**config.mk**
```make
export PLATFORM = sky130hd
export DESIGN_NAME = rvchk_top
export DESIGN_NICKNAME = d
export VERILOG_FILES = /design/src/logic/rvchk_pkg.sv /design/src/logic/rvchk_compare.sv /design/src/logic/rvchk_decode.sv /design/src/logic/rvchk_execute.sv /design/src/logic/rvchk_top.sv
export VERILOG_INCLUDE_DIRS = /design/src /design/src/logic
export SDC_FILE = /design/constraint.sdc
export NUM_CORES = 1
export LEC_CHECK = 0
export BUFFER_PORTS_ARGS = -buffer_cell sky130_fd_sc_hd__buf_2
export CAP_MARGIN = 10
export CORE_MARGIN = 1
export CORE_UTILIZATION = 29
export CTS_CLUSTER_DIAMETER = 150
export DETAILED_ROUTE_END_ITERATION = 6
export RECOVER_POWER = 50
export REMOVE_ABC_BUFFERS = 1
export SYNTH_ARGS = -nofsm -noshare
export SYNTH_HDL_FRONTEND = slang
export SYNTH_HIERARCHICAL = 1
export SYNTH_SLANG_ARGS = --single-unit
```
**constraint.sdc**
```tcl
create_clock -name clk_i -period 9.05 [get_ports clk_i]
set_input_delay 0 -clock clk_i [delete_from_list [all_inputs] [get_ports clk_i]]
set_output_delay 0 -clock clk_i [all_outputs]
set_load 0.02 [all_outputs]
```
**src/logic/rvchk_consts.svh**
```systemverilog
`ifndef RVCHK_CONSTS_SVH
`define RVCHK_CONSTS_SVH

// Datapath and PC width
`define RVCHK_XLEN        32
`define RVCHK_ILEN        32
`define RVCHK_RADDR_W     5
// Sequential fetch step
`define RVCHK_PC_STEP     4
// Retire to check latency in cycles
`define RVCHK_PIPE_DEPTH  3

// funct3 / funct7 values of the supported ALU ops
`define RVCHK_F3_ADD_SUB  3'b000
`define RVCHK_F3_OR       3'b110
`define RVCHK_F3_ADDI     3'b000
`define RVCHK_F3_JALR     3'b000
`define RVCHK_F7_SUB      7'b0100000
`define RVCHK_F7_BASE     7'b0000000

`endif

```
**src/logic/rvchk_pkg.sv**
```systemverilog
package rvchk_pkg;

  //////////////////////////////////////////////////
  // Major opcodes
  //////////////////////////////////////////////////

  // STORE, FENCE and SYSTEM only matter for the no-rd class
  typedef enum logic [6:0] {
    OP_ALUR   = 7'b0110011,
    OP_ALUI   = 7'b0010011,
    OP_BRANCH = 7'b1100011,
    OP_JAL    = 7'b1101111,
    OP_JALR   = 7'b1100111,
    OP_STORE  = 7'b0100011,
    OP_FENCE  = 7'b0001111,
    OP_SYSTEM = 7'b1110011
  } opcode_e;

  // Branch funct3 encodings
  typedef enum logic [2:0] {
    BR_BEQ  = 3'b000,
    BR_BNE  = 3'b001,
    BR_BLT  = 3'b100,
    BR_BGE  = 3'b101,
    BR_BLTU = 3'b110,
    BR_BGEU = 3'b111
  } br_cond_e;

  // Decoded class
  typedef enum logic [2:0] {
    CLS_SUB,
    CLS_OR,
    CLS_ADDI,
    CLS_BRANCH,
    CLS_JAL,
    CLS_JALR,
    CLS_OTHER_WR,  // unsupported, writes rd
    CLS_NONE       // unsupported, no rd
  } instr_class_e;

endpackage

```
**src/logic/rvchk_compare.sv**
```systemverilog
`timescale 1ns/1ps
`include "rvchk_consts.svh"

module rvchk_compare (
  input  logic                   clk_i,
  input  logic                   rstn_i,
  input  logic                   ex_valid_i,
  input  logic [`RVCHK_XLEN-1:0] ex_pred_pc_i,
  input  logic                   ex_pc_check_i,
  input  logic                   ex_reg_check_i,
  input  logic [`RVCHK_XLEN-1:0] ex_reg_pred_i,
  input  logic [`RVCHK_XLEN-1:0] ex_next_pc_i,
  input  logic [`RVCHK_XLEN-1:0] ex_rd_wdata_i,
  output logic                   chk_valid_o,
  output logic [`RVCHK_XLEN-1:0] pred_next_pc_o,
  output logic                   pc_err_o,
  output logic                   reg_err_o
);

  logic pc_mismatch;
  logic reg_mismatch;

  //////////////////////////////////////////////////
  // Prediction vs CPU report
  //////////////////////////////////////////////////

  // Only trusted predictions count
  assign pc_mismatch  = ex_pc_check_i && (ex_pred_pc_i != ex_next_pc_i);
  // Tracked write data vs reported rd value
  assign reg_mismatch = ex_reg_check_i && (ex_reg_pred_i != ex_rd_wdata_i);

  // One-cycle pulses aligned with chk_valid_o
  always_ff @(posedge clk_i) begin
    if (!rstn_i) begin
      chk_valid_o <= 1'b0;
      pc_err_o    <= 1'b0;
      reg_err_o   <= 1'b0;
    end else begin
      chk_valid_o <= ex_valid_i;
      pc_err_o    <= ex_valid_i && pc_mismatch;
      reg_err_o   <= ex_valid_i && reg_mismatch;
    end
  end

  // Predicted PC held until the next check
  always_ff @(posedge clk_i) begin
    if (ex_valid_i) begin
      pred_next_pc_o <= ex_pred_pc_i;
    end
  end

endmodule

```
**src/logic/rvchk_decode.sv**
```systemverilog
`timescale 1ns/1ps
`include "rvchk_consts.svh"

module rvchk_decode
  import rvchk_pkg::*;
(
  input  logic                      clk_i,
  input  logic                      rstn_i,
  input  logic                      retire_valid_i,
  input  logic [`RVCHK_ILEN-1:0]    instr_i,
  input  logic [`RVCHK_XLEN-1:0]    pc_i,
  input  logic [`RVCHK_XLEN-1:0]    rs1_data_i,
  input  logic [`RVCHK_XLEN-1:0]    rs2_data_i,
  input  logic [`RVCHK_XLEN-1:0]    rd_wdata_i,
  input  logic [`RVCHK_XLEN-1:0]    next_pc_i,
  input  logic                      trap_i,
  output logic                      dec_valid_o,
  output instr_class_e              dec_class_o,
  output br_cond_e                  dec_cond_o,
  output logic [`RVCHK_RADDR_W-1:0] dec_rd_o,
  output logic [`RVCHK_RADDR_W-1:0] dec_rs1_o,
  output logic [`RVCHK_RADDR_W-1:0] dec_rs2_o,
  output logic [`RVCHK_XLEN-1:0]    dec_imm_o,
  output logic [`RVCHK_XLEN-1:0]    dec_pc_o,
  output logic [`RVCHK_XLEN-1:0]    dec_rs1_data_o,
  output logic [`RVCHK_XLEN-1:0]    dec_rs2_data_o,
  output logic [`RVCHK_XLEN-1:0]    dec_rd_wdata_o,
  output logic [`RVCHK_XLEN-1:0]    dec_next_pc_o,
  output logic                      dec_trap_o
);

  logic [6:0]             funct7;
  logic [2:0]             funct3;
  logic [`RVCHK_XLEN-1:0] imm_i;
  logic [`RVCHK_XLEN-1:0] imm_b;
  logic [`RVCHK_XLEN-1:0] imm_j;
  logic [`RVCHK_XLEN-1:0] imm_d;
  instr_class_e           cls_d;

  assign funct7 = instr_i[31:25];
  assign funct3 = instr_i[14:12];

  //////////////////////////////////////////////////
  // Immediates
  //////////////////////////////////////////////////

  // I-type, ADDI and JALR
  assign imm_i = {{20{instr_i[31]}}, instr_i[31:20]};
  // B-type, bit 0 always zero
  assign imm_b = {{20{instr_i[31]}}, instr_i[7], instr_i[30:25], instr_i[11:8], 1'b0};
  // J-type
  assign imm_j = {{12{instr_i[31]}}, instr_i[19:12], instr_i[20], instr_i[30:21], 1'b0};

  //////////////////////////////////////////////////
  // Classification
  //////////////////////////////////////////////////

  always_comb begin
    // Anything unknown is assumed to write rd
    cls_d = CLS_OTHER_WR;
    imm_d = imm_i;
    case (opcode_e'(instr_i[6:0]))
      OP_ALUR: begin
        if (funct3 == `RVCHK_F3_ADD_SUB && funct7 == `RVCHK_F7_SUB) begin
          cls_d = CLS_SUB;
        end else if (funct3 == `RVCHK_F3_OR && funct7 == `RVCHK_F7_BASE) begin
          cls_d = CLS_OR;
        end
      end
      OP_ALUI: begin
        if (funct3 == `RVCHK_F3_ADDI) begin
          cls_d = CLS_ADDI;
        end
      end
      OP_BRANCH: begin
        imm_d = imm_b;
        // funct3 010/011 are reserved, no rd either way
        if (funct3 inside {BR_BEQ, BR_BNE, BR_BLT, BR_BGE, BR_BLTU, BR_BGEU}) begin
          cls_d = CLS_BRANCH;
        end else begin
          cls_d = CLS_NONE;
        end
      end
      OP_JAL: begin
        cls_d = CLS_JAL;
        imm_d = imm_j;
      end
      OP_JALR: begin
        if (funct3 == `RVCHK_F3_JALR) begin
          cls_d = CLS_JALR;
        end
      end
      OP_STORE, OP_FENCE, OP_SYSTEM: begin
        cls_d = CLS_NONE;
      end
      default: begin
        cls_d = CLS_OTHER_WR;
      end
    endcase
  end

  // Stage valid
  always_ff @(posedge clk_i) begin
    if (!rstn_i) begin
      dec_valid_o <= 1'b0;
    end else begin
      dec_valid_o <= retire_valid_i;
    end
  end

  // Decoded fields plus carried CPU report
  always_ff @(posedge clk_i) begin
    if (retire_valid_i) begin
      dec_class_o    <= cls_d;
      dec_cond_o     <= br_cond_e'(funct3);
      dec_rd_o       <= instr_i[11:7];
      dec_rs1_o      <= instr_i[19:15];
      dec_rs2_o      <= instr_i[24:20];
      dec_imm_o      <= imm_d;
      dec_pc_o       <= pc_i;
      dec_rs1_data_o <= rs1_data_i;
      dec_rs2_data_o <= rs2_data_i;
      dec_rd_wdata_o <= rd_wdata_i;
      dec_next_pc_o  <= next_pc_i;
      dec_trap_o     <= trap_i;
    end
  end

endmodule

```
**src/logic/rvchk_execute.sv**
```systemverilog
`timescale 1ns/1ps
`include "rvchk_consts.svh"

module rvchk_execute
  import rvchk_pkg::*;
(
  input  logic                      clk_i,
  input  logic                      rstn_i,
  input  logic [`RVCHK_RADDR_W-1:0] track_sel_i,
  input  logic                      dec_valid_i,
  input  instr_class_e              dec_class_i,
  input  br_cond_e                  dec_cond_i,
  input  logic [`RVCHK_RADDR_W-1:0] dec_rd_i,
  input  logic [`RVCHK_RADDR_W-1:0] dec_rs1_i,
  input  logic [`RVCHK_RADDR_W-1:0] dec_rs2_i,
  input  logic [`RVCHK_XLEN-1:0]    dec_imm_i,
  input  logic [`RVCHK_XLEN-1:0]    dec_pc_i,
  input  logic [`RVCHK_XLEN-1:0]    dec_rs1_data_i,
  input  logic [`RVCHK_XLEN-1:0]    dec_rs2_data_i,
  input  logic [`RVCHK_XLEN-1:0]    dec_rd_wdata_i,
  input  logic [`RVCHK_XLEN-1:0]    dec_next_pc_i,
  input  logic                      dec_trap_i,
  output logic                      ex_valid_o,
  output logic [`RVCHK_XLEN-1:0]    ex_pred_pc_o,
  output logic                      ex_pc_check_o,
  output logic                      ex_reg_check_o,
  output logic [`RVCHK_XLEN-1:0]    ex_reg_pred_o,
  output logic [`RVCHK_XLEN-1:0]    ex_next_pc_o,
  output logic [`RVCHK_XLEN-1:0]    ex_rd_wdata_o,
  output logic                      track_known_o,
  output logic [`RVCHK_XLEN-1:0]    track_data_o
);

  logic [`RVCHK_XLEN-1:0] track_data_q;
  logic                   track_known_q;
  logic                   rs1_trk;
  logic                   rs2_trk;
  logic [`RVCHK_XLEN-1:0] op_a;
  logic [`RVCHK_XLEN-1:0] op_b;
  logic [`RVCHK_XLEN-1:0] pc_seq;
  logic [`RVCHK_XLEN-1:0] pc_rel;
  logic [`RVCHK_XLEN-1:0] jalr_sum;
  logic [`RVCHK_XLEN-1:0] result;
  logic [`RVCHK_XLEN-1:0] wr_value;
  logic [`RVCHK_XLEN-1:0] pred_pc;
  logic                   taken;
  logic                   supported;
  logic                   supported_wr;
  logic                   hits_track;
  logic                   pc_check;

  //////////////////////////////////////////////////
  // Operands
  //////////////////////////////////////////////////

  // Known tracked value overrides the CPU operand
  assign rs1_trk = track_known_q && (dec_rs1_i == track_sel_i);
  assign rs2_trk = track_known_q && (dec_rs2_i == track_sel_i);
  assign op_a    = rs1_trk ? track_data_q : dec_rs1_data_i;
  assign op_b    = rs2_trk ? track_data_q : dec_rs2_data_i;

  assign pc_seq   = dec_pc_i + `RVCHK_PC_STEP;
  assign pc_rel   = dec_pc_i + dec_imm_i;
  assign jalr_sum = op_a + dec_imm_i;

  // Branch resolution
  always_comb begin
    case (dec_cond_i)
      BR_BEQ:  taken = (op_a == op_b);
      BR_BNE:  taken = (op_a != op_b);
      BR_BLT:  taken = ($signed(op_a) < $signed(op_b));
      BR_BGE:  taken = ($signed(op_a) >= $signed(op_b));
      BR_BLTU: taken = (op_a < op_b);
      BR_BGEU: taken = (op_a >= op_b);
      default: taken = 1'b0;
    endcase
  end

  // Write-back result and next PC
  always_comb begin
    result  = '0;
    pred_pc = pc_seq;
    case (dec_class_i)
      CLS_SUB:    result = op_a - op_b;
      CLS_OR:     result = op_a | op_b;
      CLS_ADDI:   result = op_a + dec_imm_i;
      CLS_BRANCH: pred_pc = taken ? pc_rel : pc_seq;
      CLS_JAL: begin
        result  = pc_seq;
        pred_pc = pc_rel;
      end
      CLS_JALR: begin
        result  = pc_seq;
        // Target LSB dropped
        pred_pc = {jalr_sum[`RVCHK_XLEN-1:1], 1'b0};
      end
      default: begin
        result  = '0;
        pred_pc = pc_seq;
      end
    endcase
  end

  //////////////////////////////////////////////////
  // Check qualifiers
  //////////////////////////////////////////////////

  assign supported    = !(dec_class_i inside {CLS_OTHER_WR, CLS_NONE});
  assign supported_wr = dec_class_i inside {CLS_SUB, CLS_OR, CLS_ADDI, CLS_JAL, CLS_JALR};
  assign hits_track   = dec_valid_i && !dec_trap_i && (dec_rd_i == track_sel_i);
  // x0 stays zero whatever the result
  assign wr_value     = (track_sel_i == '0) ? '0 : result;
  // Branch outcome only trusted on a known tracked operand
  assign pc_check     = supported && !dec_trap_i &&
                        ((dec_class_i != CLS_BRANCH) || rs1_trk || rs2_trk);

  // Tracked register, visible to the very next instruction
  always_ff @(posedge clk_i) begin
    if (!rstn_i) begin
      ex_valid_o    <= 1'b0;
      track_known_q <= 1'b0;
      track_data_q  <= '0;
    end else begin
      ex_valid_o <= dec_valid_i;
      if (hits_track && supported_wr) begin
        track_data_q  <= wr_value;
        track_known_q <= 1'b1;
      end else if (hits_track && dec_class_i == CLS_OTHER_WR) begin
        // Value lost to an unmodelled write
        track_known_q <= 1'b0;
      end
    end
  end

  always_ff @(posedge clk_i) begin
    if (dec_valid_i) begin
      ex_pred_pc_o   <= pred_pc;
      ex_pc_check_o  <= pc_check;
      ex_reg_check_o <= hits_track && supported_wr;
      ex_reg_pred_o  <= wr_value;
      ex_next_pc_o   <= dec_next_pc_i;
      ex_rd_wdata_o  <= dec_rd_wdata_i;
    end
  end

  assign track_known_o = track_known_q;
  assign track_data_o  = track_data_q;

endmodule

```
**src/logic/rvchk_top.sv**
```systemverilog
`timescale 1ns/1ps
`include "rvchk_consts.svh"

module rvchk_top
  import rvchk_pkg::*;
(
  input  logic                      clk_i,
  input  logic                      rstn_i,
  input  logic                      retire_valid_i,
  input  logic [`RVCHK_ILEN-1:0]    instr_i,
  input  logic [`RVCHK_XLEN-1:0]    pc_i,
  input  logic [`RVCHK_XLEN-1:0]    rs1_data_i,
  input  logic [`RVCHK_XLEN-1:0]    rs2_data_i,
  input  logic [`RVCHK_XLEN-1:0]    rd_wdata_i,
  input  logic [`RVCHK_XLEN-1:0]    next_pc_i,
  input  logic                      trap_i,
  input  logic [`RVCHK_RADDR_W-1:0] track_sel_i,
  output logic                      chk_valid_o,
  output logic [`RVCHK_XLEN-1:0]    pred_next_pc_o,
  output logic                      pc_err_o,
  output logic                      reg_err_o,
  output logic                      track_known_o,
  output logic [`RVCHK_XLEN-1:0]    track_data_o
);

  //////////////////////////////////////////////////
  // Decode to execute
  //////////////////////////////////////////////////
  logic                      dec_valid;
  instr_class_e              dec_class;
  br_cond_e                  dec_cond;
  logic [`RVCHK_RADDR_W-1:0] dec_rd;
  logic [`RVCHK_RADDR_W-1:0] dec_rs1;
  logic [`RVCHK_RADDR_W-1:0] dec_rs2;
  logic [`RVCHK_XLEN-1:0]    dec_imm;
  logic [`RVCHK_XLEN-1:0]    dec_pc;
  logic [`RVCHK_XLEN-1:0]    dec_rs1_data;
  logic [`RVCHK_XLEN-1:0]    dec_rs2_data;
  logic [`RVCHK_XLEN-1:0]    dec_rd_wdata;
  logic [`RVCHK_XLEN-1:0]    dec_next_pc;
  logic                      dec_trap;

  //////////////////////////////////////////////////
  // Execute to compare
  //////////////////////////////////////////////////
  logic                      ex_valid;
  logic [`RVCHK_XLEN-1:0]    ex_pred_pc;
  logic                      ex_pc_check;
  logic                      ex_reg_check;
  logic [`RVCHK_XLEN-1:0]    ex_reg_pred;
  logic [`RVCHK_XLEN-1:0]    ex_next_pc;
  logic [`RVCHK_XLEN-1:0]    ex_rd_wdata;

  // Stage 1
  rvchk_decode u_decode (
    .clk_i          (clk_i),
    .rstn_i         (rstn_i),
    .retire_valid_i (retire_valid_i),
    .instr_i        (instr_i),
    .pc_i           (pc_i),
    .rs1_data_i     (rs1_data_i),
    .rs2_data_i     (rs2_data_i),
    .rd_wdata_i     (rd_wdata_i),
    .next_pc_i      (next_pc_i),
    .trap_i         (trap_i),
    .dec_valid_o    (dec_valid),
    .dec_class_o    (dec_class),
    .dec_cond_o     (dec_cond),
    .dec_rd_o       (dec_rd),
    .dec_rs1_o      (dec_rs1),
    .dec_rs2_o      (dec_rs2),
    .dec_imm_o      (dec_imm),
    .dec_pc_o       (dec_pc),
    .dec_rs1_data_o (dec_rs1_data),
    .dec_rs2_data_o (dec_rs2_data),
    .dec_rd_wdata_o (dec_rd_wdata),
    .dec_next_pc_o  (dec_next_pc),
    .dec_trap_o     (dec_trap)
  );

  // Stage 2, owns the tracked register
  rvchk_execute u_execute (
    .clk_i          (clk_i),
    .rstn_i         (rstn_i),
    .track_sel_i    (track_sel_i),
    .dec_valid_i    (dec_valid),
    .dec_class_i    (dec_class),
    .dec_cond_i     (dec_cond),
    .dec_rd_i       (dec_rd),
    .dec_rs1_i      (dec_rs1),
    .dec_rs2_i      (dec_rs2),
    .dec_imm_i      (dec_imm),
    .dec_pc_i       (dec_pc),
    .dec_rs1_data_i (dec_rs1_data),
    .dec_rs2_data_i (dec_rs2_data),
    .dec_rd_wdata_i (dec_rd_wdata),
    .dec_next_pc_i  (dec_next_pc),
    .dec_trap_i     (dec_trap),
    .ex_valid_o     (ex_valid),
    .ex_pred_pc_o   (ex_pred_pc),
    .ex_pc_check_o  (ex_pc_check),
    .ex_reg_check_o (ex_reg_check),
    .ex_reg_pred_o  (ex_reg_pred),
    .ex_next_pc_o   (ex_next_pc),
    .ex_rd_wdata_o  (ex_rd_wdata),
    .track_known_o  (track_known_o),
    .track_data_o   (track_data_o)
  );

  // Stage 3
  rvchk_compare u_compare (
    .clk_i          (clk_i),
    .rstn_i         (rstn_i),
    .ex_valid_i     (ex_valid),
    .ex_pred_pc_i   (ex_pred_pc),
    .ex_pc_check_i  (ex_pc_check),
    .ex_reg_check_i (ex_reg_check),
    .ex_reg_pred_i  (ex_reg_pred),
    .ex_next_pc_i   (ex_next_pc),
    .ex_rd_wdata_i  (ex_rd_wdata),
    .chk_valid_o    (chk_valid_o),
    .pred_next_pc_o (pred_next_pc_o),
    .pc_err_o       (pc_err_o),
    .reg_err_o      (reg_err_o)
  );

endmodule
```
==> results of run 1 <==
## power groups by stage
| stage | Clock, uW | Sequential, uW | Combinational (uW) |
|---|---|---|---|
| 4_1_cts | 1790 | 2280 | 1040 |
| 3_5_place_dp | 0 | 2320 | 960 |
| 3_3_place_gp | 0 | 2320 | 948 |
| 2_1_floorplan | 0 | 2280 | 633 |
| 5_1_grt | 1860 | 2290 | 1130 |
| 6_report | 1750 | 2280 | 1040 |
## path summary, 6_finish.rpt
path,startpoint,to
worst max register to register,u_decode/dec_rs1_o[2]$_DFFE_PP_,u_execute/ex_pred_pc_o[10]$_DFFE_PP_
worst min-delay path,instr_i[0],u_decode/dec_class_o[2]$_DFFE_PP_
worst min register to register,u_decode/dec_rd_wdata_o[7]$_DFFE_PP_,u_execute/ex_rd_wdata_o[7]$_DFFE_PP_
worst max-delay path,u_decode/dec_rs1_o[2]$_DFFE_PP_,u_execute/ex_pred_pc_o[10]$_DFFE_PP_
## cells in the final DEF, fill, tap and decap left out, types with 12 or more instances in the layout
master	netlist	routed
a31oi_1	17	17
nand3_1	46	46
xor2_1	57	57
buf_4	12	17
inv_1	74	74
mux2_2	19	19
nor3_1	19	18
a21o_1	34	34
o21ai_0	60	59
a221oi_1	16	16
nor4_1	13	13
or3_1	13	13
a211oi_1	12	12
clkbuf_16	0	45
buf_2	3	176
nor2_1	106	106
o21a_1	14	14
mux2i_1	61	61
o21bai_1	13	13
ha_1	127	127
a221o_1	15	15
a21boi_0	15	15
o31ai_1	13	13
dfxtp_1	38	37
and2_1	16	16
dlygate4sd3_1	0	195
xnor2_1	135	135
a21oi_1	93	93
nand4_1	33	33
and3_1	19	17
nand2b_1	19	19
nand2_1	122	122
o22ai_1	20	20
clkbuf_1	41	102
edfxtp_1	365	365
o221ai_1	13	13
## cell type report
type                            count  area (um^2)  share of cell area [%]
Sequential cell                   403        11700                    42.9
Multi-Input combinational cell   1279         9420                    34.5
Timing Repair Buffer              481         3310                    12.1
Tap cell                          959         1200                    4.39
Clock buffer                       57         1190                    4.36
Inverter                           78          293                    1.07
Clock inverter                     22          198                   0.723
## logic make-up after synthesis
logic type,synth area share [%]
xor gates and xnor gates,7.74
and+or+nand+nor,10.6
muxes,3.80
adders and majority gates,7.59
AOI/OAI and AO/OA,13.5
DFF,54.0
buffers and inverters,2.80
## stage by stage
stage          instances  util, %  hold slack (ns)  cell area, um^2  setup WS (ns)
2_1_floorplan       1760        -           0.0989            21400           3.68
3_3_place_gp        3005     32.8            0.177            24100           3.38
3_5_place_dp        3005     32.8            0.178            24100           3.24
4_1_cts             3279     37.3           0.0561            27500           3.22
5_1_grt             3279     37.2            0.131            27300           2.81
6_report            3279     37.2           0.0944            27300           3.13
## metal layers
| layer | track usage, % | wire length (um) |
|---|---|---|
| met4 | 7.16 | 2730 |
| met3 | 2.62 | 3490 |
| met2 | 34.1 | 37700 |
| met5 | 0 | 0 |
| met1 | 21.4 | 27700 |
## critical path: stages, from the launching register on
cell       delay (ns)
edfxtp_1         0.39
xor2_1           0.17
nor4_1           0.26
and3_2           0.69
buf_4            0.37
mux2i_1          0.35
inv_1            0.08
ha_1             0.40
nor4b_2          0.49
nand4_1          0.27
or4_4            0.48
nand3_2          0.09
mux2i_1          0.13
a2111oi_4        0.47
or2_1            0.62
nor2_1           0.09
a221o_1          0.28
## timing repair
action | CTS | global route
gates resized for setup | 0 | 0
hold buffers | 195 | 0
hold endpoints to repair | 273 | 0
## sequential cells by signal (all words and copies together) (netlist names), 21 cells and up
name,cells
u_compare/pred_next_pc_o,32
u_decode/dec_imm_o,21
u_execute/ex_rd_wdata_o,32
u_decode/dec_next_pc_o,32
u_execute/track_data_o,32
u_decode/dec_rd_wdata_o,32
u_decode/dec_rs1_data_o,32
u_decode/dec_rs2_data_o,32
u_decode/dec_pc_o,32
u_execute/ex_pred_pc_o,32
u_execute/ex_reg_pred_o,32
u_execute/ex_next_pc_o,32
==> impl_metrics.toml, run 1 <==
[status]
status = "finished, violations left"
violations = "max-capacitance violations, max-slew violations"

[worst_setup_path]
worst-setup-path-type = "flip-flop to flip-flop"
path_max_fanout = 22
critical_path.endpoint_type = "flip-flop"
startpoint_type = "flip-flop"
critPathRequiredTime_ns = 9.36
reg2reg_slack_ns = 3.13
ff2ff_path_depth = 16
cp.arrival_ns = 6.23

[clock_tree]
cts_buffers = 44
cts_sinks = 403
cts-root-to-sink-buffers = 3
clk_pin_slew_ns = 0.06
cts_tree = "built"
post_cts_buffers = 0
htreeDepth = 2
worstSkewPairLatency_ns = 0.56
cts_root_buf = "clkbuf_16"

[timing]
finalHoldViolCount = 0
period_share_pct = 65.4
rsz0062_at_grt = "no"
slew-limit-headroom_pct = -110
slew_viol_final = 125
tns_ns = 0
fmax_mhz = 169
worst_pin_slew_ns = 3.14
finalSetupViolations = 0
fin_skew_ns = 0.0147
post-route-min-period_ns = 5.92

[logic_synthesis]
synth_area_leaders = "edfxtp_1 (50%), ha_1 (7.3%), xnor2_1 (5.4%)"
ys_ff_latch = 403
synth_async_sr_flop_share_pct = 0
synth_common_cells = "edfxtp_1 (365), xnor2_1 (135), ha_1 (127), nand2_1 (122), nor2_1 (106)"
seq_area_frac_synth_pct = 54.0
synthCells = 1825
yosysTopAreaCellShare_pct = 50.4
synth-main-ff-cell = "edfxtp_1"
synth.avg_cell_area_um2 = 11.9
synth_edf_count = 365
synth_most_common_cell = "edfxtp_1"
yosys_warnings = 6
netlist.top_cell.by_area = "edfxtp_1"
yosysUniqueCellTypes = 90
netlist_area_um2 = 21700

[floorplan]
num_rows = 99
core-area_um2 = 73600
die_w_um = 276
pin_count = 269
die_h_um = 276
die-area_um2 = 76000
initial_utilization_pct = 29.5

[grt]
grt_use_total_pct = 18.5
grt_pass1_wl_um = 104000
antenna_found_initial = 0
grt_max_degree = 76
overflow = 0
grt_pass1_vias = 16700

[final_layout]
n_fill_cell = 7208
drive_gt1_share_pct = 12.9
nets = 2618
antenna_cells = 0
syn2layout_area_growth_pct = 25.8

[min_path]
hold_path.class = "input port to flip-flop"
whs_path_depth = 4

[power_and_ir_drop]
ir_drop_v = 0.000118
cellPowerDensity_nw_per_um2 = 185
p_clk_share_pct = 34.5
p_sw_uw = 1440
power.total_uw = 5060
seqPwrFrac_pct = 45.0
swShare_pct = 28.4
leakagePower_uw = 0.0102
p_int_uw = 3630
pwr-share-comb_pct = 20.5

[place]
io_buffers = 268
place.gp.congestion = 0.937
dpl.hpwl_um = 55000

[drt]
first_pass_iters = 6
drt_iter0_drc = 1399
wl_um = 71600
wire_per_inst_um = 21.8
vias = 16500
drc = 0
drt-vias-per-instance = 5.04
antenna_left = 0

[flow_run]
maxCapViolCount = 3
No activity file was read; power rests on OpenSTA's default activity.
==> run 2: changes to the inputs <==
clock period = 5 ns   (was 9.05 ns; I/O delays follow)
==> run 2 against run 1 <==
Net effect:
- the flow still finishes with violations (max-capacitance violations, max-slew violations)
- largest cell class unchanged
- setup slack worse by 2.9 ns
- critical path depth stayed put
- highest routed layer unchanged
- fmax is 24% higher
- critical endpoint is now u_execute/ex_pred_pc_o[23]$_DFFE_PP_
- via count is 0.62% higher
- clock skew hardly changed
==> impl_metrics.toml, run 2 (synthesis gave the netlist of run 1 again) <==
[timing]
fin_ws_ns = 0.218
finalSetupViolations = 0
fmax_mhz = 209
fin_skew_ns = 0.0148
slew-limit-headroom_pct = -220
worst_pin_slew_ns = 4.80
finalHoldViolCount = 0
post-route-min-period_ns = 4.78
period_share_pct = 95.6
slew_viol_final = 120

[clock_tree]
cts-root-to-sink-buffers = 3
htreeDepth = 2
cts_root_buf = "clkbuf_16"
cts_buffers = 44
clk_pin_slew_ns = 0.06
cts_tree = "built"
worstSkewPairLatency_ns = 0.56
cts_sinks = 403

[worst_setup_path]
critPathLaunch = "u_decode/dec_rs1_o[2]$_DFFE_PP_"
worst-setup-path-type = "flip-flop to flip-flop"
cp.arrival_ns = 5.08
path_max_fanout = 19
path_buf_inv = 2
critPathRequiredTime_ns = 5.30
critPathMaxStageDelay_ns = 0.49
critical_path.endpoint_type = "flip-flop"
timing.rr.start = "u_decode/dec_rs1_o[2]$_DFFE_PP_"
cpMaxStageDelayCell = "a2111o_1"
startpoint_type = "flip-flop"
path_common_cell = "buf_12"
cp_top_family = "compound AO/OA/AOI/OAI gates"
crit_chain = "xor2_1, nor4_2, and3_4, buf_12, mux2_2, ha_1, a2111o_1, o211ai_1, a31o_1, nand3_2, mux2i_2, a2111oi_4, or2_1, buf_12, nor2_1, a221o_1"

[final_layout]
stdcell_count = 3324
finalInstanceArea_um2 = 27900
layout_commonest_cell = "edfxtp_1"
mostFrequentLayoutCells = "edfxtp_1 (365), buf_2 (225), dlygate4sd3_1 (195), xnor2_1 (135), ha_1 (127)"
drive_gt1_share_pct = 17.6
n_fill_cell = 7196
syn2layout_area_growth_pct = 28.5
nets = 2662
ff_latch_area_um2 = 11700
multi_input_area_um2 = 9510

[floorplan]
die-area_um2 = 76000
pin_count = 269
die_w_um = 276
core-area_um2 = 73600
num_rows = 99
initial_utilization_pct = 29.5
die_h_um = 276

[power_and_ir_drop]
leakagePower_uw = 0.0107
cellPowerDensity_nw_per_um2 = 334
ir_drop_v = 0.000188
power.total_uw = 9330

[drt]
drt_iter0_drc = 1306
met2WireLength_um = 38800
drt-vias-per-instance = 5.00
top_layer = "met4"
wire_per_inst_um = 22.0
wl_um = 73000
drc = 0
antenna_left = 0
met3_length_um = 2670
met1_length_um = 29300
vias = 16600
first_pass_iters = 5

[place]
io_buffers = 268
place.gp.congestion = 0.938
dpl_cell_area_um2 = 24500
dpl.hpwl_um = 56000
dp_slack_ns = -0.0124
place_inst = 3046

[grt]
grt_pass1_wl_um = 105000
overflow = 0
antenna_found_initial = 1
grt_max_degree = 120
grt_pass1_vias = 16600
grt_use_total_pct = 18.7

[status]
status = "finished, violations left"
violations = "max-capacitance violations, max-slew violations"

[min_path]
hold_start = "instr_i[0]"
hold_path.class = "input port to flip-flop"

[flow_run]
maxCapViolCount = 2
[run 2: cell type report]
type	instances	share of cell area, %
well taps	959	4.30
multi-input cells	1279	34.1
clock inverters	32	1.01
clock buffers	47	4.06
repair buffers	525	13.5
diodes	1	0.00896
flip-flops and latches	403	42.0
inverters	78	1.05
[run 2: what timing repair did]
action	CTS	global route
gates cloned	0	1
hold endpoints to repair	221	0
setup endpoints to repair	2	44
gates resized for setup	2	17
pin swaps	0	6
setup buffers	0	2
hold buffers	195	0
[run 2: per-layer routing]
metal	vias to the layer above	global-route usage, %
met5	-	0
met4	0	6.13
met3	110	2.16
met2	436	34.5
met1	8164	22.5
li1	7925	-
[run 2: per-stage QoR]
stage	hold WS (ns)	setup TNS, ns	util [%]
after floorplan	0.0989	-8.22	-
after detailed placement	0.178	-0.0124	33.3
after global routing	0.127	-0.0189	37.9
final	0.103	0	38.0
after global placement	0.177	0	33.3
after CTS	0.0593	0	37.9
[run 2: report_power, final]
group	switching, uW	internal (uW)
Combinational	1150	842
Clock	1370	1860
Sequential	166	3950
Total	2680	6650
[run 2: path summary, 6_finish.rpt]
path | slack, ns | depth (start not counted) | endpoint
max | 0.22 | 16 | u_execute/ex_pred_pc_o[23]$_DFFE_PP_
min reg2reg | 0.41 | 0 | u_execute/ex_next_pc_o[9]$_DFFE_PP_
min | 0.10 | 4 | u_decode/dec_class_o[1]$_DFFE_PP_
max reg2reg | 0.22 | 16 | u_execute/ex_pred_pc_o[23]$_DFFE_PP_
[run 2: worst min-delay path, stage by stage]
cell and delay, ns:
buf_2 0.09, nand2_1 0.30, a31oi_1 0.07, nand4_1 0.08
==> run 3: changes to the inputs <==
CORE_ASPECT_RATIO = 1.2   (was unset)
SYNTH_HIERARCHICAL = unset   (was 1)
==> run 3 against run 2 <==
Net effect:
- the flow still finishes with violations (max-capacitance violations, max-slew violations)
- sequential power about the same
- first-iteration DRC count increased by 0.15%
- sequential share of layout area is 1.6 points lower
- non-clock buffer count rose by 72
- critical endpoint is now u_execute.ex_pred_pc_o[1]$_DFFE_PP_
- critical path depth unchanged
- synthesized cell count up 2.6%
==> impl_metrics.toml, run 3 <==
[floorplan]
die-area_um2 = 76100
pin_count = 269
num_rows = 109
core-area_um2 = 73900
die_w_um = 252
initial_utilization_pct = 29.4
die_h_um = 302

[final_layout]
syn2layout_area_growth_pct = 33.5
layout_commonest_cell = "edfxtp_1"
mostFrequentLayoutCells = "edfxtp_1 (365), buf_2 (218), dlygate4sd3_1 (192), nor2_1 (135), nand2_1 (132)"
drive_gt1_share_pct = 21.0
antenna_cells = 0
nets = 2787
finalInstanceArea_um2 = 29000
fin_util_pct = 39.3

[worst_setup_path]
critical_path.endpoint_type = "flip-flop"
crit_chain = "xor2_1, nor4_2, and3_4, buf_6, buf_12, mux2i_2, ha_1, or4_4, or3_4, or4_4, and3b_1, or3_4, o311ai_4, nor3_4, buf_12, a221o_1"
critical_path_cell_count = 16
critPathLaunch = "u_decode.dec_rs1_o[1]$_DFFE_PP_"
path_buf_inv = 3
r2r-end = "u_execute.ex_pred_pc_o[1]$_DFFE_PP_"
cpMaxStageDelayCell = "or4_4"
worst-setup-path-type = "flip-flop to flip-flop"
cp.arrival_ns = 5.19
critPathRequiredTime_ns = 5.32
cp_top_family = "simple AND/OR/NAND/NOR gates"
endpoint = "u_execute.ex_pred_pc_o[1]$_DFFE_PP_"
path_max_fanout = 20
startpoint_type = "flip-flop"
timing.rr.start = "u_decode.dec_rs1_o[1]$_DFFE_PP_"
reg2reg_slack_ns = 0.12
critPathMaxStageDelay_ns = 0.53
ff2ff_path_depth = 16

[place]
place.gp.congestion = 0.929
dpl_cell_area_um2 = 25100
dpl.hpwl_um = 58400
io_buffers = 268

[status]
status = "finished, violations left"
violations = "max-capacitance violations, max-slew violations"

[power_and_ir_drop]
ir_drop_v = 0.000217
swShare_pct = 29.5
p_sw_uw = 2850
p_clk_share_pct = 34.2
p_int_uw = 6820
leakagePower_uw = 0.0111
seqPwrFrac_pct = 42.8
pwr-share-comb_pct = 22.9
cellPowerDensity_nw_per_um2 = 333

[drt]
drt_iter0_drc = 1308
vias = 17300
drc = 0
antenna_left = 0
first_pass_iters = 5
drt-vias-per-instance = 4.96
wl_um = 76800
wire_per_inst_um = 22.0

[clock_tree]
cts_sinks = 403
cts_buffers = 43
cts_tree = "built"
cts-root-to-sink-buffers = 3
worstSkewPairLatency_ns = 0.60
htreeDepth = 2
cts_root_buf = "clkbuf_16"
clk_pin_slew_ns = 0.06

[logic_synthesis]
synth_most_common_cell = "edfxtp_1"
synth-main-ff-cell = "edfxtp_1"
synth.avg_cell_area_um2 = 11.6
seq_area_frac_synth_pct = 53.9
yosysUniqueCellTypes = 78
netlist_area_um2 = 21800
synth_edf_count = 365
yosysTopAreaCellShare_pct = 50.4
synthCells = 1873
synth_async_sr_flop_share_pct = 0
yosys_warnings = 0
netlist.top_cell.by_area = "edfxtp_1"
synth_common_cells = "edfxtp_1 (365), nor2_1 (137), nand2_1 (132), ha_1 (127), xnor2_1 (125)"
ys_ff_latch = 403
synth_area_leaders = "edfxtp_1 (50%), ha_1 (7.3%), xnor2_1 (5.0%)"

[timing]
period_share_pct = 97.5
slew-limit-headroom_pct = -235
fin_skew_ns = 0.0348
hold_ws_ns = 0.0363
fmax_mhz = 205
finalHoldViolCount = 0
post-route-min-period_ns = 4.88
worst_pin_slew_ns = 5.02
slew_viol_final = 86
rsz0062_at_grt = "yes"
finalSetupViolations = 0

[grt]
grt_use_total_pct = 19.6
antenna_found_initial = 0
overflow = 0
grt_pass1_wl_um = 110000
grt_max_degree = 121
grt_pass1_vias = 17600

[min_path]
hold_path.class = "input port to flip-flop"

[flow_run]
maxCapViolCount = 1
run 3: timing repair:
action,in CTS,in global routing
buffers inserted,0,14
hold buffers,192,0
resized for setup,5,75
endpoints found under the hold margin,215,0
pin swaps,0,14
cloned,0,4
endpoints found under the setup margin,16,47
run 3: worst min path at each step:
| stage | startpoint | endpoint | slack [ns] | cells past startpoint |
|---|---|---|---|---|
| floorplan | instr_i[12] | u_decode.dec_cond_o[0]$_DFFE_PP_ | 0.1 | 0 |
| global placement | next_pc_i[8] | u_decode.dec_next_pc_o[8]$_DFFE_PP_ | 0.18 | 1 |
| detailed placement | rd_wdata_i[2] | u_decode.dec_rd_wdata_o[2]$_DFFE_PP_ | 0.18 | 1 |
| CTS | instr_i[0] | u_decode.dec_class_o[0]$_DFFE_PP_ | 0.003 | 4 |
| global route | instr_i[1] | u_decode.dec_class_o[0]$_DFFE_PP_ | 0.08 | 4 |
| finish | instr_i[0] | u_decode.dec_class_o[0]$_DFFE_PP_ | 0.04 | 4 |
run 3: area by class of cell:
type,instances,area [um^2]
Clock inverter,22,293
Timing Repair Buffer,597,4380
Multi-Input combinational cell,1338,9980
Inverter,73,274
Tap cell,999,1250
Sequential cell,403,11700
Fill cell,7218,44900
Clock buffer,57,1140
run 3: stage by stage:
stage / setup TNS, ns / total power [uW] / worst slack, ns / std cells
after floorplan: -20.16 / 5320 / -0.836 / 1813
after global placement: -0.964 / 6180 / -0.0931 / 3200
after detailed placement: -0.592 / 6200 / -0.0837 / 3200
after CTS: 0 / 9660 / 0.0112 / 3471
after global routing: -0.597 / 10100 / -0.0631 / 3489
final: 0 / 9670 / 0.125 / 3489
run 3: worst reg2reg max path: stages (launching register included):
cell and delay [ns]:
edfxtp_1 0.37, xor2_1 0.16, nor4_2 0.27, and3_4 0.33, buf_6 0.14, buf_12 0.14
mux2i_2 0.24, ha_1 0.28, or4_4 0.45, or3_4 0.40, or4_4 0.53, and3b_1 0.19
or3_4 0.37, o311ai_4 0.14, nor3_4 0.09, buf_12 0.18, a221o_1 0.34
run 3: power groups by stage:
stage | Sequential (uW) | Clock, uW | Combinational (uW)
final | 4140 | 3310 | 2220
after global routing | 4160 | 3490 | 2400
after CTS | 4140 | 3390 | 2130
after detailed placement | 4210 | 0 | 2000
after global placement | 4210 | 0 | 1980
after floorplan | 4130 | 0 | 1190
run 3: kinds of logic after synthesis:
group                      after synthesis  synth area share, %
and+or+nand+nor                        483                 10.7
muxes                                   85                 4.01
adders and majority gates              130                 7.58
xor gates and xnor gates               191                 7.69
AOI/OAI and AO/OA                      448                 13.8
DFF                                    403                 53.9
buffers and inverters                  133                 2.36
run 3: layer usage:
layer,track usage (%),part of all wire (%)
met5,0,0
met1,21.8,37
met3,2.25,4.2
met4,11.4,6.1
met2,36.1,52
